$ cat src/hw/uplink_pkg.sv
package uplink_pkg;

   localparam int num_chan     = 4;
   localparam int fifo_depth   = 8;
   localparam int fifo_level_w = 4;    // holds 0..fifo_depth
   localparam int div_w        = 16;

   localparam logic [div_w-1:0] div_reset = 16'd433;

   // apb register offsets
   localparam logic [3:0] reg_ctrl   = 4'h0;  // [3:0] enable mask
   localparam logic [3:0] reg_div    = 4'h4;  // [15:0] bit period - 1
   localparam logic [3:0] reg_status = 4'h8;  // [3:0] fifo level, [4] uart busy
   localparam logic [3:0] reg_frames = 4'hC;  // [15:0] sent frames

   // one telemetry source
   typedef struct packed {
      logic        req;
      logic [15:0] data;
   } chan_req_t;

   typedef struct packed {
      logic        psel;
      logic        penable;
      logic        pwrite;
      logic [3:0]  paddr;
      logic [31:0] pwdata;
   } apb_req_t;

   // register block to datapath
   typedef struct packed {
      logic [num_chan-1:0] en_mask;
      logic [div_w-1:0]    divisor;
   } uplink_cfg_t;

   // datapath back to register block
   typedef struct packed {
      logic [fifo_level_w-1:0] fifo_level;
      logic                    uart_busy;
      logic                    frame_done;  // one cycle per frame
   } uplink_stat_t;

endpackage
$ cat src/hw/uplink_top.sv
`timescale 1ns/1ps

module uplink_top (
   input  logic                                           clk,
   input  logic                                           rst_n,
   input  uplink_pkg::chan_req_t [uplink_pkg::num_chan-1:0] src,
   output logic [uplink_pkg::num_chan-1:0]                accept,
   input  uplink_pkg::apb_req_t                           apb,
   output logic [31:0]                                    prdata,
   output logic                                           txd
);

   uplink_pkg::uplink_cfg_t  cfg;
   uplink_pkg::uplink_stat_t stat;

   logic [7:0] wdata;
   logic       winc;
   logic       full;
   logic [7:0] rdata;
   logic       empty;
   logic       rinc;

   uplink_regs regs0 (
      .clk    (clk),
      .rst_n  (rst_n),
      .apb    (apb),
      .stat   (stat),
      .prdata (prdata),
      .cfg    (cfg)
   );

   frame_mux mux0 (
      .clk        (clk),
      .rst_n      (rst_n),
      .src        (src),
      .en_mask    (cfg.en_mask),
      .full       (full),
      .accept     (accept),
      .wdata      (wdata),
      .winc       (winc),
      .frame_done (stat.frame_done)
   );

   byte_fifo #(.depth(uplink_pkg::fifo_depth)) fifo0 (
      .clk   (clk),
      .rst_n (rst_n),
      .wdata (wdata),
      .winc  (winc),
      .rinc  (rinc),
      .rdata (rdata),
      .full  (full),
      .empty (empty),
      .level (stat.fifo_level)
   );

   uart_tx uart0 (
      .clk     (clk),
      .rst_n   (rst_n),
      .divisor (cfg.divisor),
      .rdata   (rdata),
      .empty   (empty),
      .rinc    (rinc),
      .txd     (txd),
      .busy    (stat.uart_busy)
   );

endmodule

$ cat src/hw/uplink_regs.sv
`timescale 1ns/1ps

module uplink_regs (
   input  logic                     clk,
   input  logic                     rst_n,
   input  uplink_pkg::apb_req_t     apb,
   input  uplink_pkg::uplink_stat_t stat,
   output logic [31:0]              prdata,
   output uplink_pkg::uplink_cfg_t  cfg
);

   logic [uplink_pkg::num_chan-1:0] ctrl_q;
   logic [uplink_pkg::div_w-1:0]    div_q;
   logic [15:0]                     frames_q;
   logic                            wr_en;
   logic                            rd_en;

   assign wr_en = apb.psel & apb.penable & apb.pwrite;   // access phase
   assign rd_en = apb.psel & apb.penable & ~apb.pwrite;

   always_ff @(posedge clk) begin
      if (!rst_n) begin
         ctrl_q   <= '1;   // all channels on
         div_q    <= uplink_pkg::div_reset;
         frames_q <= '0;
      end else begin
         if (wr_en && apb.paddr == uplink_pkg::reg_ctrl) begin
            ctrl_q <= apb.pwdata[3:0];
         end
         if (wr_en && apb.paddr == uplink_pkg::reg_div) begin
            div_q <= apb.pwdata[15:0];
         end
         if (stat.frame_done) frames_q <= frames_q + 16'd1;   // wraps
      end
   end

   // status is read live from the datapath
   always_comb begin
      prdata = 32'd0;
      if (rd_en) begin
         case (apb.paddr)
            uplink_pkg::reg_ctrl:   prdata = {28'd0, ctrl_q};
            uplink_pkg::reg_div:    prdata = {16'd0, div_q};
            uplink_pkg::reg_status: prdata = {27'd0, stat.uart_busy, stat.fifo_level};
            uplink_pkg::reg_frames: prdata = {16'd0, frames_q};
            default:                prdata = 32'd0;   // undefined offset
         endcase
      end
   end

   assign cfg.en_mask = ctrl_q;
   assign cfg.divisor = div_q;

endmodule

$ cat src/hw/uart_tx.sv
`timescale 1ns/1ps

module uart_tx (
   input  logic                         clk,
   input  logic                         rst_n,
   input  logic [uplink_pkg::div_w-1:0] divisor,
   input  logic [7:0]                   rdata,
   input  logic                         empty,
   output logic                         rinc,
   output logic                         txd,
   output logic                         busy
);

   logic                         active;
   logic [uplink_pkg::div_w-1:0] cnt;      // cycles within a bit
   logic [3:0]                   bit_idx;  // 0 start, 1..8 data, 9 stop
   logic [9:0]                   shreg;    // {stop, data, start}
   logic                         bit_end;
   logic                         last_bit;

   assign bit_end  = active && (cnt == divisor);
   assign last_bit = bit_end && (bit_idx == 4'd9);

   // pull the next byte when idle or when the stop bit ends
   assign rinc = (~active | last_bit) & ~empty;

   always_ff @(posedge clk) begin
      if (!rst_n) begin
         active  <= 1'b0;
         cnt     <= '0;
         bit_idx <= 4'd0;
         shreg   <= '1;   // line idles high
      end else if (rinc) begin
         active  <= 1'b1;
         cnt     <= '0;
         bit_idx <= 4'd0;
         shreg   <= {1'b1, rdata, 1'b0};
      end else if (last_bit) begin
         active  <= 1'b0;
         cnt     <= '0;
         shreg   <= {1'b1, shreg[9:1]};
      end else if (bit_end) begin
         cnt     <= '0;
         bit_idx <= bit_idx + 4'd1;
         shreg   <= {1'b1, shreg[9:1]};   // lsb first
      end else if (active) begin
         cnt     <= cnt + 1'b1;
      end
   end

   assign txd  = shreg[0];
   assign busy = active;

endmodule

$ cat src/hw/frame_mux.sv
`timescale 1ns/1ps

module frame_mux (
   input  logic                                           clk,
   input  logic                                           rst_n,
   input  uplink_pkg::chan_req_t [uplink_pkg::num_chan-1:0] src,
   input  logic [uplink_pkg::num_chan-1:0]                en_mask,
   input  logic                                           full,
   output logic [uplink_pkg::num_chan-1:0]                accept,
   output logic [7:0]                                     wdata,
   output logic                                           winc,
   output logic                                           frame_done
);

   typedef enum logic [2:0] {
      st_idle      = 3'b000,
      st_hdr_setup = 3'b001,
      st_hdr_send  = 3'b011,
      st_msb_setup = 3'b010,
      st_msb_send  = 3'b110,
      st_lsb_setup = 3'b100,
      st_lsb_send  = 3'b101,
      st_finish    = 3'b111
   } state_t;

   state_t      state;
   logic [1:0]  sel;       // channel of the current frame
   logic [15:0] word;      // word captured at frame start
   logic        hit;
   logic [1:0]  pick;

   // lowest enabled requester wins
   always_comb begin
      hit  = 1'b0;
      pick = 2'd0;
      for (int i = uplink_pkg::num_chan - 1; i >= 0; i--) begin
         if (src[i].req && en_mask[i]) begin
            hit  = 1'b1;
            pick = i[1:0];
         end
      end
   end

   always_ff @(posedge clk) begin
      if (!rst_n) begin
         state <= st_idle;
      end else begin
         case (state)
            st_idle:      if (hit) state <= st_hdr_setup;
            st_hdr_setup: if (!full) state <= st_hdr_send;
            st_hdr_send:  state <= st_msb_setup;
            st_msb_setup: if (!full) state <= st_msb_send;
            st_msb_send:  state <= st_lsb_setup;
            st_lsb_setup: if (!full) state <= st_lsb_send;
            st_lsb_send:  state <= st_finish;
            default:      state <= st_idle;   // finish
         endcase
      end
   end

   // frame payload loaded only when leaving idle
   always_ff @(posedge clk) begin
      if (state == st_idle && hit) begin
         sel  <= pick;
         word <= src[pick].data;
      end
   end

   always_comb begin
      wdata  = 8'h00;
      winc   = 1'b0;
      accept = '0;
      if (state != st_idle) accept[sel] = 1'b1;   // held through finish
      case (state)
         st_hdr_setup, st_hdr_send: wdata = {6'd0, sel};
         st_msb_setup, st_msb_send: wdata = word[15:8];
         st_lsb_setup, st_lsb_send: wdata = word[7:0];
         default:                   wdata = 8'h00;
      endcase
      if (state == st_hdr_send || state == st_msb_send || state == st_lsb_send) begin
         winc = 1'b1;   // full was low in the setup cycle
      end
   end

   assign frame_done = (state == st_finish);

endmodule

$ cat src/hw/byte_fifo.sv
`timescale 1ns/1ps

module byte_fifo #(
   parameter int depth = 8
) (
   input  logic                                clk,
   input  logic                                rst_n,
   input  logic [7:0]                          wdata,
   input  logic                                winc,
   input  logic                                rinc,
   output logic [7:0]                          rdata,
   output logic                                full,
   output logic                                empty,
   output logic [uplink_pkg::fifo_level_w-1:0] level
);

   localparam int aw = $clog2(depth);

   logic [7:0] mem [depth];
   logic [aw:0] wptr;   // extra msb tells full from empty
   logic [aw:0] rptr;
   logic        do_wr;
   logic        do_rd;

   assign do_wr = winc & ~full;   // writes while full are dropped
   assign do_rd = rinc & ~empty;

   always_ff @(posedge clk) begin
      if (do_wr) mem[wptr[aw-1:0]] <= wdata;
   end

   always_ff @(posedge clk) begin
      if (!rst_n) begin
         wptr <= '0;
         rptr <= '0;
      end else begin
         if (do_wr) wptr <= wptr + 1'b1;
         if (do_rd) rptr <= rptr + 1'b1;
      end
   end

   assign rdata = mem[rptr[aw-1:0]];   // head entry shown without a read
   assign empty = (wptr == rptr);
   assign full  = (wptr[aw] != rptr[aw]) && (wptr[aw-1:0] == rptr[aw-1:0]);
   assign level = wptr - rptr;

endmodule

$ cat config.mk
export PLATFORM = sky130hd
export DESIGN_NAME = uplink_top
export DESIGN_NICKNAME = d
export VERILOG_FILES = /design/src/hw/uplink_pkg.sv /design/src/hw/uplink_top.sv /design/src/hw/uplink_regs.sv /design/src/hw/uart_tx.sv /design/src/hw/frame_mux.sv /design/src/hw/byte_fifo.sv
export SDC_FILE = /design/constraint.sdc
export NUM_CORES = 1
export LEC_CHECK = 0
export ABC_CLOCK_PERIOD_IN_PS = 2200
export BUFFER_PORTS_ARGS = -buffer_cell sky130_fd_sc_hd__buf_2
export CORE_UTILIZATION = 50
export CTS_BUF_LIST = sky130_fd_sc_hd__clkbuf_8
export CTS_CLUSTER_DIAMETER = 40
export DETAILED_ROUTE_END_ITERATION = 8
export MAX_ROUTING_LAYER = met4
export PLACE_DENSITY_LB_ADDON = 0.25
export SLEW_MARGIN = 5
export SYNTH_ARGS = -nofsm -noshare
export SYNTH_HDL_FRONTEND = slang
export SYNTH_SLANG_ARGS = --single-unit
export TNS_END_PERCENT = 30
$ cat constraint.sdc
create_clock -name clk -period 2.2 [get_ports clk]
set_input_delay 0.22 -clock clk [delete_from_list [all_inputs] [get_ports clk]]
set_output_delay 0.22 -clock clk [all_outputs]
set_load 0.01 [all_outputs]
==> metrics.txt, run 1 <==
DRT Pass-1 Iters=5; Final Core Density=0.611; Worst-path clk slew=0.09 ns; clk_lat worst skew=0.47 ns; Slew @ Worst Pin=0.608 ns; drt drc=0; vias=5857; Routed WL=16500 µm; DP Area=8630 µm²; CTS Sinks=162; Layout Cells excl Fill=1071; CP required=1.98 ns; failing checks=setup timing; commonest cells after routing, fill and taps aside=buf_2 (111), nand2_1 (102), edfxtp_1 (82); register area share after synthesis=0.522; routed vias/inst=5.47; core area=15200 µm²; TritonCTS Buffers=17; I/O pin count=146; number of diodes=0; crit path DAT=2.25 ns; Hold Crit Depth=3; Initial Util=0.512; clk root buf=clkbuf_8; EDFF count, synth=82; Setup TNS Final=-0.774 ns; Synth cell types=56; Layout area overhead=19.4%; slew margin rel.=0.594; fmax=0.405 GHz; post-placement cell count=1020; hold crit path type=input pin to flip-flop; initial antenna violation count=0; reg2reg end=uart0.bit_idx[2]; Main synth FF type=edfxtp_1; Final min period=2.47 ns; Post-Syn Area=7780 µm²; share of cells above drive strength 1=0.262; IO buf count=113; Leak=3.59 nW; die area=16100 µm²; Fin. Hold Viols=0; final setup violation count=3; Crit Path Category=flip-flop to primary output; H-tree Lvls=4; Design Power=7.45 mW; aggregate global routing overflow=0; die span in x=127 µm; final worst path period share=1.12; CP Capture Type=primary output; Slew Viols, Final=0; GRT Util Overall=0.222; dpl ws=0.0172 ns; Design Area, Final=9300 µm²; post-DP HPWL=12000 µm; Reg2Reg Depth=6; Hold Slack=0.0393 ns; unrepaired setup endpoints after global routing=yes; Ys Warns=0; setup slack after layout=-0.270 ns; hold path start=apb[1]; crit start category=flip-flop; most common cell after layout, fill and taps aside=buf_2; first-pass GRT wire length=26700 µm; Routability Congestion=0.868; CTS Buffer Depth=2; clock skew=0.0138 ns; DR iter-0 viols=317; syn avg cell area=10.7 µm²; Critical R2R Launch=regs0.div_q[15]; num rows=45; Fillers=1215; ANT nets after route=0; r2r setup slk=0.11 ns; #FFs+latches synth=162; Worst IR Drop VDD=0.000525 V; Avg WL per Cell=15.4 µm; ys async rst share=0; Mapped Cells=729; nets@finish=989; TritonCTS clock tree=done; largest net degree at the start of global routing=39; Hold Path End=regs0.div_q[1]; die height=127 µm; Max Cap Violations=0; worst-path fanout max=2; Cell Pwr Density=801 nW/µm²; vias in the first global route=5605; status=complete, but fails checks
==> synth_stat cells (all sizes together) (2+ instances only) <==
library cell  number  area [µm²]
a211oi            21         163
a21boi            17         128
a21oi             15        78.8
a221o              2        20.0
a22o               6        52.6
a22oi             11        82.6
a31oi             16         100
and2              34         213
and3               6        37.5
and3b              4        35.0
and4               3        26.3
buf               26         166
clkbuf            31         116
dfxtp             80        1600
edfxtp            82        2460
ha                 9         113
inv               15        56.3
mux2               2        22.5
mux2i             24         240
mux4              19         428
nand2            104         390
nand2b             3        18.8
nand3             21         105
nand3b             3        22.5
nand4             12        75.1
nor2              56         210
nor2b             13        81.3
nor3              10        60.1
nor3b              2        15.0
nor4               2        18.8
o21ai             11        55.1
o31ai              2        15.0
or3                7        43.8
or4                2        15.0
xnor2             28         245
xor2              21         184
==> worst max path at each step <==
| stage | to | startpoint | slack, ns |
|---|---|---|---|
| after floorplan | fifo0.mem[5][0] | fifo0.wptr[0] | -0.06 |
| after global placement | prdata[2] | fifo0.wptr[0] | 0.1 |
| after detailed placement | fifo0.mem[7][5] | fifo0.rptr[2] | 0.02 |
| after CTS | prdata[2] | fifo0.wptr[0] | -0.29 |
| after global routing | prdata[2] | fifo0.wptr[0] | -0.36 |
| final | prdata[2] | fifo0.wptr[0] | -0.27 |
==> routing by layer <==
metal  global-route usage  vias up  wire length (µm)
met1                0.272     2787              7180
met5                    -        -                 0
met4               0.0833        0               237
li1                     -     2852                 -
met3               0.0434       21               927
met2                0.367      197              8130
==> what timing repair did <==
| item | CTS | global route |
|---|---|---|
| setup endpoints to repair | 23 | 80 |
| resized for setup | 21 | 9 |
| endpoints found under the hold margin | 16 | 0 |
| pin swaps | 2 | 2 |
| buffers inserted | 1 | 3 |
| hold buffers | 15 | 0 |
==> registers in the layout, summed over array words and instances, names as in the netlist, named ones only <==
name,cells
uart0.cnt,16
uart0.bit_idx,4
uart0.shreg,9
uart0.busy,1
fifo0.rptr,4
fifo0.wptr,4
regs0.frames_q,16
regs0.ctrl_q,4
mux0.state,3
regs0.div_q,16
mux0.sel,2
fifo0.mem,64
mux0.word,16
==> area by class of cell <==
| cell class | count | area [µm²] | share of cell area |
|---|---|---|---|
| Clock buffer | 17 | 234 | 0.0252 |
| Clock inverter | 15 | 144 | 0.0155 |
| Inverter | 15 | 56.3 | 0.00606 |
| Multi-Input combinational cell | 510 | 3540 | 0.380 |
| Sequential cell | 162 | 4070 | 0.438 |
| Tap cell | 188 | 235 | 0.0253 |
| Timing Repair Buffer | 164 | 1020 | 0.110 |
==> where the power goes <==
part	total [mW]	switching [mW]	internal [mW]
combinational	1.79	0.891	0.899
sequential	3.57	0.128	3.44
clock	2.09	1.16	0.927
total	7.45	2.18	5.26
==> worst max-delay path: stages, from the launching register on <==
cell and delay, ns:
dfxtp_2 0.34, inv_2 0.08, ha_4 0.13, inv_2 0.03, fa_2 0.32, xor2_1 0.14
mux4_2 0.46, nor2b_4 0.15, buf_6 0.14
==> cells by family after synthesis <==
logic type / after synthesis / share of synthesized area
muxes: 45 / 0.0887
other: 1 / 0.000482
and+or+nand+nor: 283 / 0.177
DFF: 162 / 0.522
buffers and inverters: 72 / 0.0436
AOI/OAI and AO/OA: 107 / 0.0963
xor gates and xnor gates: 49 / 0.0551
adders and majority gates: 10 / 0.0170
No activity file was read; power rests on OpenSTA's default activity.
==> run 2, diff against run 1 <==
--- a/config.mk
+++ b/config.mk
@@ -7,6 +7,7 @@
 export LEC_CHECK = 0
 export ABC_CLOCK_PERIOD_IN_PS = 2200
 export BUFFER_PORTS_ARGS = -buffer_cell sky130_fd_sc_hd__buf_2
+export CORE_MARGIN = 8
 export CORE_UTILIZATION = 50
 export CTS_BUF_LIST = sky130_fd_sc_hd__clkbuf_8
 export CTS_CLUSTER_DIAMETER = 40
==> run 2 against run 1 <==
Effect of this change:
- the run still ends with setup timing left
- sequential share of layout area is 0.40 points higher
- worst setup slack gained 0.013 ns
- worst hold slack worse by 0.0054 ns
- die area is 23% higher
- clock-buffer cell count did not move
- flip-flop and latch count unchanged
- final cell count is 0.47% lower
- non-clock buffer count shrank 5
- fmax grew 0.53%
- clock skew shrank 0.0017 ns
- critical path type unchanged
- largest cell class unchanged
==> metrics.txt, run 2 (same netlist as run 1, synthesis figures left out) <==
status=complete, but fails checks; failing checks=setup timing; crit path DAT=2.24 ns; Reg2Reg Depth=7; ANT nets after route=0; setup slack after layout=-0.257 ns; Setup crit end=prdata[2]; Design Power=7.43 mW; vias=5775; hold crit path type=input pin to flip-flop; clk_lat worst skew=0.45 ns; CP Capture Type=primary output; final worst path period share=1.12; Routability Congestion=0.887; Routed WL=17200 µm; Layout area overhead=18.3%; Critical R2R Launch=regs0.div_q[1]; drt drc=0; Fin. Hold Viols=0; Fillers=1236; I/O pin count=146; first-pass GRT wire length=28000 µm; commonest cells after routing, fill and taps aside=buf_2 (111), nand2_1 (104), edfxtp_1 (82); Final min period=2.46 ns; aggregate global routing overflow=0; Avg WL per Cell=16.1 µm; TritonCTS Buffers=17; slew margin rel.=0.409; clock skew=0.0121 ns; IO buf count=113; fmax=0.407 GHz; Setup Fix Bufs, Post-CTS=0; Slew @ Worst Pin=0.885 ns; r2r setup slk=0.10 ns; reg2reg end=fifo0.rptr[3]; CP required=1.98 ns; Worst IR Drop VDD=0.000450 V; Cell Pwr Density=807 nW/µm²; Worst-path clk slew=0.08 ns; num rows=45; sequential share of power=0.478; final setup violation count=3; H-tree Lvls=4; initial antenna violation count=0; part of the power in combinational logic=0.235; max incr delay on CP=0.46 ns; most common cell after layout, fill and taps aside=buf_2; CTS Sinks=162; die height=141 µm; Max Cap Violations=0; max reg flops=64; core area=15200 µm²; unrepaired setup endpoints after global routing=yes; die span in x=141 µm; share of cells above drive strength 1=0.255; Slew Viols, Final=0; post-DP HPWL=13000 µm; Clk network pwr share=0.286; CTS Buffer Depth=2; number of diodes=0; worst-path fanout max=2; DRT Pass-1 Iters=7; Initial Util=0.512; nets@finish=984; crit-path cells=inv_2, buf_4, fa_2, xor2_1, mux4_2, nor2b_4, buf_6; CP max-delay cell=mux4_2; GRT Util Overall=0.181; Crit Path Category=flip-flop to primary output; net switching fraction of the power=0.287; Internal=5.30 mW; crit path launch=fifo0.rptr[1]; TritonCTS clock tree=done; vias in the first global route=5802; clk root buf=clkbuf_8; die area=19800 µm²; routed vias/inst=5.42; DR iter-0 viols=446; Leak=3.55 nW; dpl ws=0.0921 ns; largest net degree at the start of global routing=34; NetSw=2.13 mW; crit start category=flip-flop
[run 2: changes by cell type in the layout (fill, tap and decap cells not counted), sizes merged]
cell / delta
dlygate4sd3: -7
clkinvlp: +3
buf: +2
inv: -4
bufinv: +1
[run 2: through the flow]
| stage | TNS, ns | hold slack, ns | util | cell area [µm²] | std cells |
|---|---|---|---|---|---|
| after floorplan | -2.21 | 0.344 | - | 7850 | 744 |
| after global placement | 0 | 0.440 | 0.570 | 8660 | 1026 |
| after detailed placement | 0 | 0.441 | 0.570 | 8660 | 1026 |
| after CTS | -0.956 | 0.000775 | 0.603 | 9170 | 1066 |
| after global routing | -0.981 | 0.0110 | 0.606 | 9210 | 1066 |
| final | -0.717 | 0.0339 | 0.606 | 9210 | 1066 |
[run 2: worst min path at each step]
stage | start | end | slack (ns) | cells after the start
6_report | apb[13] | regs0.div_q[13] | 0.03 | 3
3_3_place_gp | apb[8] | regs0.div_q[8] | 0.44 | 3
4_1_cts | apb[13] | regs0.div_q[13] | 0.0008 | 3
5_1_grt | apb[15] | regs0.div_q[15] | 0.01 | 3
3_5_place_dp | apb[8] | regs0.div_q[8] | 0.44 | 3
2_1_floorplan | apb[0] | regs0.div_q[0] | 0.34 | 2
[run 2: layout make-up]
cell class	instances	area, µm²	share of cell area
Clock buffer	17	234	0.0254
Timing Repair Buffer	159	943	0.102
Tap cell	188	235	0.0255
Multi-Input combinational cell	510	3510	0.381
Sequential cell	162	4070	0.442
Inverter	15	56.3	0.00611
Clock inverter	15	158	0.0171
[run 2: critical path, delay by kind of cell (launching register included)]
family / cells / cell delay, ns
adder cells (fa/ha/maj): 1 / 0.37
buffers and inverters: 3 / 0.32
multiplexers: 1 / 0.46
AND/OR/NAND/NOR: 1 / 0.14
flip-flops: 1 / 0.34
XOR/XNOR: 1 / 0.16
[run 2: power groups by stage]
stage	clock network (mW)	logic [mW]	registers [mW]
2_1_floorplan	0	1.22	3.59
3_3_place_gp	0	1.66	3.60
3_5_place_dp	0	1.70	3.61
4_1_cts	2.17	1.74	3.55
5_1_grt	2.30	1.94	3.57
6_report	2.13	1.75	3.55
[run 2: per-layer routing]
layer | GRT usage | wire length, µm | up-vias | share of wire
li1 | - | - | 2839 | -
met1 | 0.230 | 8100 | 2708 | 0.47
met2 | 0.285 | 7960 | 204 | 0.46
met3 | 0.0327 | 862 | 24 | 0.050
met4 | 0.0639 | 250 | 0 | 0.015
met5 | - | 0 | - | 0
[run 2: repair_timing]
| action | 4_1_cts | 5_1_grt |
|---|---|---|
| endpoints found under the hold margin | 9 | 0 |
| gates resized for setup | 9 | 11 |
| hold buffers | 8 | 0 |
| setup endpoints to repair | 3 | 9 |
| pin swaps | 2 | 0 |
| cloned | 0 | 0 |
==> run 3, diff against run 2 <==
--- a/config.mk
+++ b/config.mk
@@ -5,7 +5,7 @@
 export SDC_FILE = /design/constraint.sdc
 export NUM_CORES = 1
 export LEC_CHECK = 0
-export ABC_CLOCK_PERIOD_IN_PS = 2200
+export ABC_CLOCK_PERIOD_IN_PS = 2100
 export BUFFER_PORTS_ARGS = -buffer_cell sky130_fd_sc_hd__buf_2
 export CORE_MARGIN = 8
 export CORE_UTILIZATION = 50
==> constraint.sdc (replaced) <==
create_clock -name clk -period 2.1 [get_ports clk]
set_input_delay 0.21 -clock clk [delete_from_list [all_inputs] [get_ports clk]]
set_output_delay 0.21 -clock clk [all_outputs]
set_load 0.01 [all_outputs]
==> run 3 against run 2 <==
Effect of this change:
- the run still ends with setup timing left
- critical path depth increased by 1
- utilization increased by 1.5 points
- clock skew decreased by 0.0035 ns
- combinational power increased by 11%
- critical path type unchanged
- die area unchanged
==> metrics.txt, run 3 (same netlist as run 1, synthesis figures left out) <==
Reg2Reg Depth=6; CP Capture Type=primary output; slew margin rel.=0.570; setup slack after layout=-0.341 ns; clk_lat worst skew=0.44 ns; final worst path period share=1.16; CTS Buffer Depth=2; CTS Sinks=162; reg2reg end=uart0.bit_idx[2]; Max Cap Violations=0; most common cell after layout, fill and taps aside=buf_2; Avg WL per Cell=16.1 µm; Hold Slack=0.0291 ns; CP required=1.89 ns; DRT Pass-1 Iters=4; first-pass GRT wire length=28700 µm; initial antenna violation count=0; TritonCTS Buffers=17; post-placement cell count=1019; nets@finish=988; status=complete, but fails checks; crit-path cells=inv_4, ha_4, inv_2, fa_2, xor2_1, mux4_2, nor2b_4, buf_6; Fillers=1175; die height=141 µm; Worst IR Drop VDD=0.000452 V; aggregate global routing overflow=0; Layout Cells excl Fill=1070; vias in the first global route=6020; Leak=3.61 nW; final setup violation count=3; crit start category=flip-flop; number of diodes=0; routed vias/inst=5.43; core area=15200 µm²; r2r setup slk=0.06 ns; Final Core Density=0.621; Critical R2R Launch=regs0.div_q[1]; clk root buf=clkbuf_8; IO buf count=113; clock skew=0.00857 ns; max reg flops=64; crit path DAT=2.23 ns; die area=19800 µm²; post-DP HPWL=12900 µm; fmax=0.410 GHz; Routed WL=17300 µm; Final min period=2.44 ns; Routability Congestion=0.911; share of cells above drive strength 1=0.263; Fin. Hold Viols=0; drt drc=0; Setup crit end=prdata[2]; max incr delay on CP=0.46 ns; ANT nets after route=0; TritonCTS clock tree=done; Design Power=7.99 mW; largest net degree at the start of global routing=37; num rows=45; Cell Pwr Density=847 nW/µm²; vias=5810; Slew @ Worst Pin=0.645 ns; Initial Util=0.512; GRT Util Overall=0.185; H-tree Lvls=4; DR iter-0 viols=385; failing checks=setup timing; Slew Viols, Final=0; I/O pin count=146; hold crit path type=input pin to flip-flop; worst-path fanout max=2; die span in x=141 µm; unrepaired setup endpoints after global routing=yes; CP max-delay cell=mux4_2; Layout area overhead=21.2%; commonest cells after routing, fill and taps aside=buf_2 (110), nand2_1 (102), edfxtp_1 (82); Crit Path Category=flip-flop to primary output; crit path launch=fifo0.wptr[0]; Worst-path clk slew=0.08 ns
run 3: metrics by stage:
| stage | setup slack, ns | setup TNS (ns) | area (µm²) |
|---|---|---|---|
| 4_1_cts | -0.377 | -1.12 | 9410 |
| 3_3_place_gp | 0.0479 | 0 | 8790 |
| 3_5_place_dp | -0.0227 | -0.422 | 8790 |
| 5_1_grt | -0.417 | -2.43 | 9440 |
| 2_1_floorplan | -0.0251 | -0.452 | 7980 |
| 6_report | -0.341 | -1.00 | 9440 |
run 3: layer usage:
metal / global-route usage / vias up / routed length [µm]
met5: - / - / 0
met4: 0.0696 / 0 / 306
met3: 0.0351 / 28 / 957
met2: 0.293 / 185 / 8170
met1: 0.233 / 2730 / 7840
li1: - / 2867 / -
run 3: worst min-delay path by stage:
stage | start | endpoint | slack [ns] | depth (start not counted)
final | apb[2] | regs0.ctrl_q[2] | 0.03 | 3
after global routing | apb[2] | regs0.ctrl_q[2] | 0.002 | 3
after detailed placement | apb[8] | regs0.div_q[8] | 0.43 | 3
after global placement | apb[8] | regs0.div_q[8] | 0.43 | 3
after floorplan | apb[0] | regs0.div_q[0] | 0.33 | 2
after CTS | apb[2] | regs0.ctrl_q[2] | 0.001 | 3
run 3: area by class of cell:
class	count	area (µm²)	share of cell area
Inverter	15	61.3	0.00650
Multi-Input combinational cell	510	3600	0.381
Tap cell	188	235	0.0249
Clock buffer	18	248	0.0262
Sequential cell	162	4070	0.432
Clock inverter	14	163	0.0172
Timing Repair Buffer	163	1060	0.112
run 3: critical path, delay by kind of cell, from the launching register on:
| kind | cells | cell delay, ns |
|---|---|---|
| xor gates and xnor gates | 1 | 0.15 |
| adders and majority gates | 2 | 0.44 |
| buffers and inverters | 3 | 0.23 |
| DFF | 1 | 0.36 |
| muxes | 1 | 0.46 |
| and+or+nand+nor | 1 | 0.14 |
run 3: power by group:
part	switching (mW)	internal (mW)	leakage [nW]
registers	0.130	3.60	1.42
clock network	1.12	1.20	0.208
logic	0.977	0.963	1.98
run 3: what timing repair did:
item,CTS,global route
hold buffers,15,0
hold endpoints to repair,15,0
resized for setup,12,6
buffers inserted,2,2
pin swaps,4,5
setup endpoints to repair,36,57
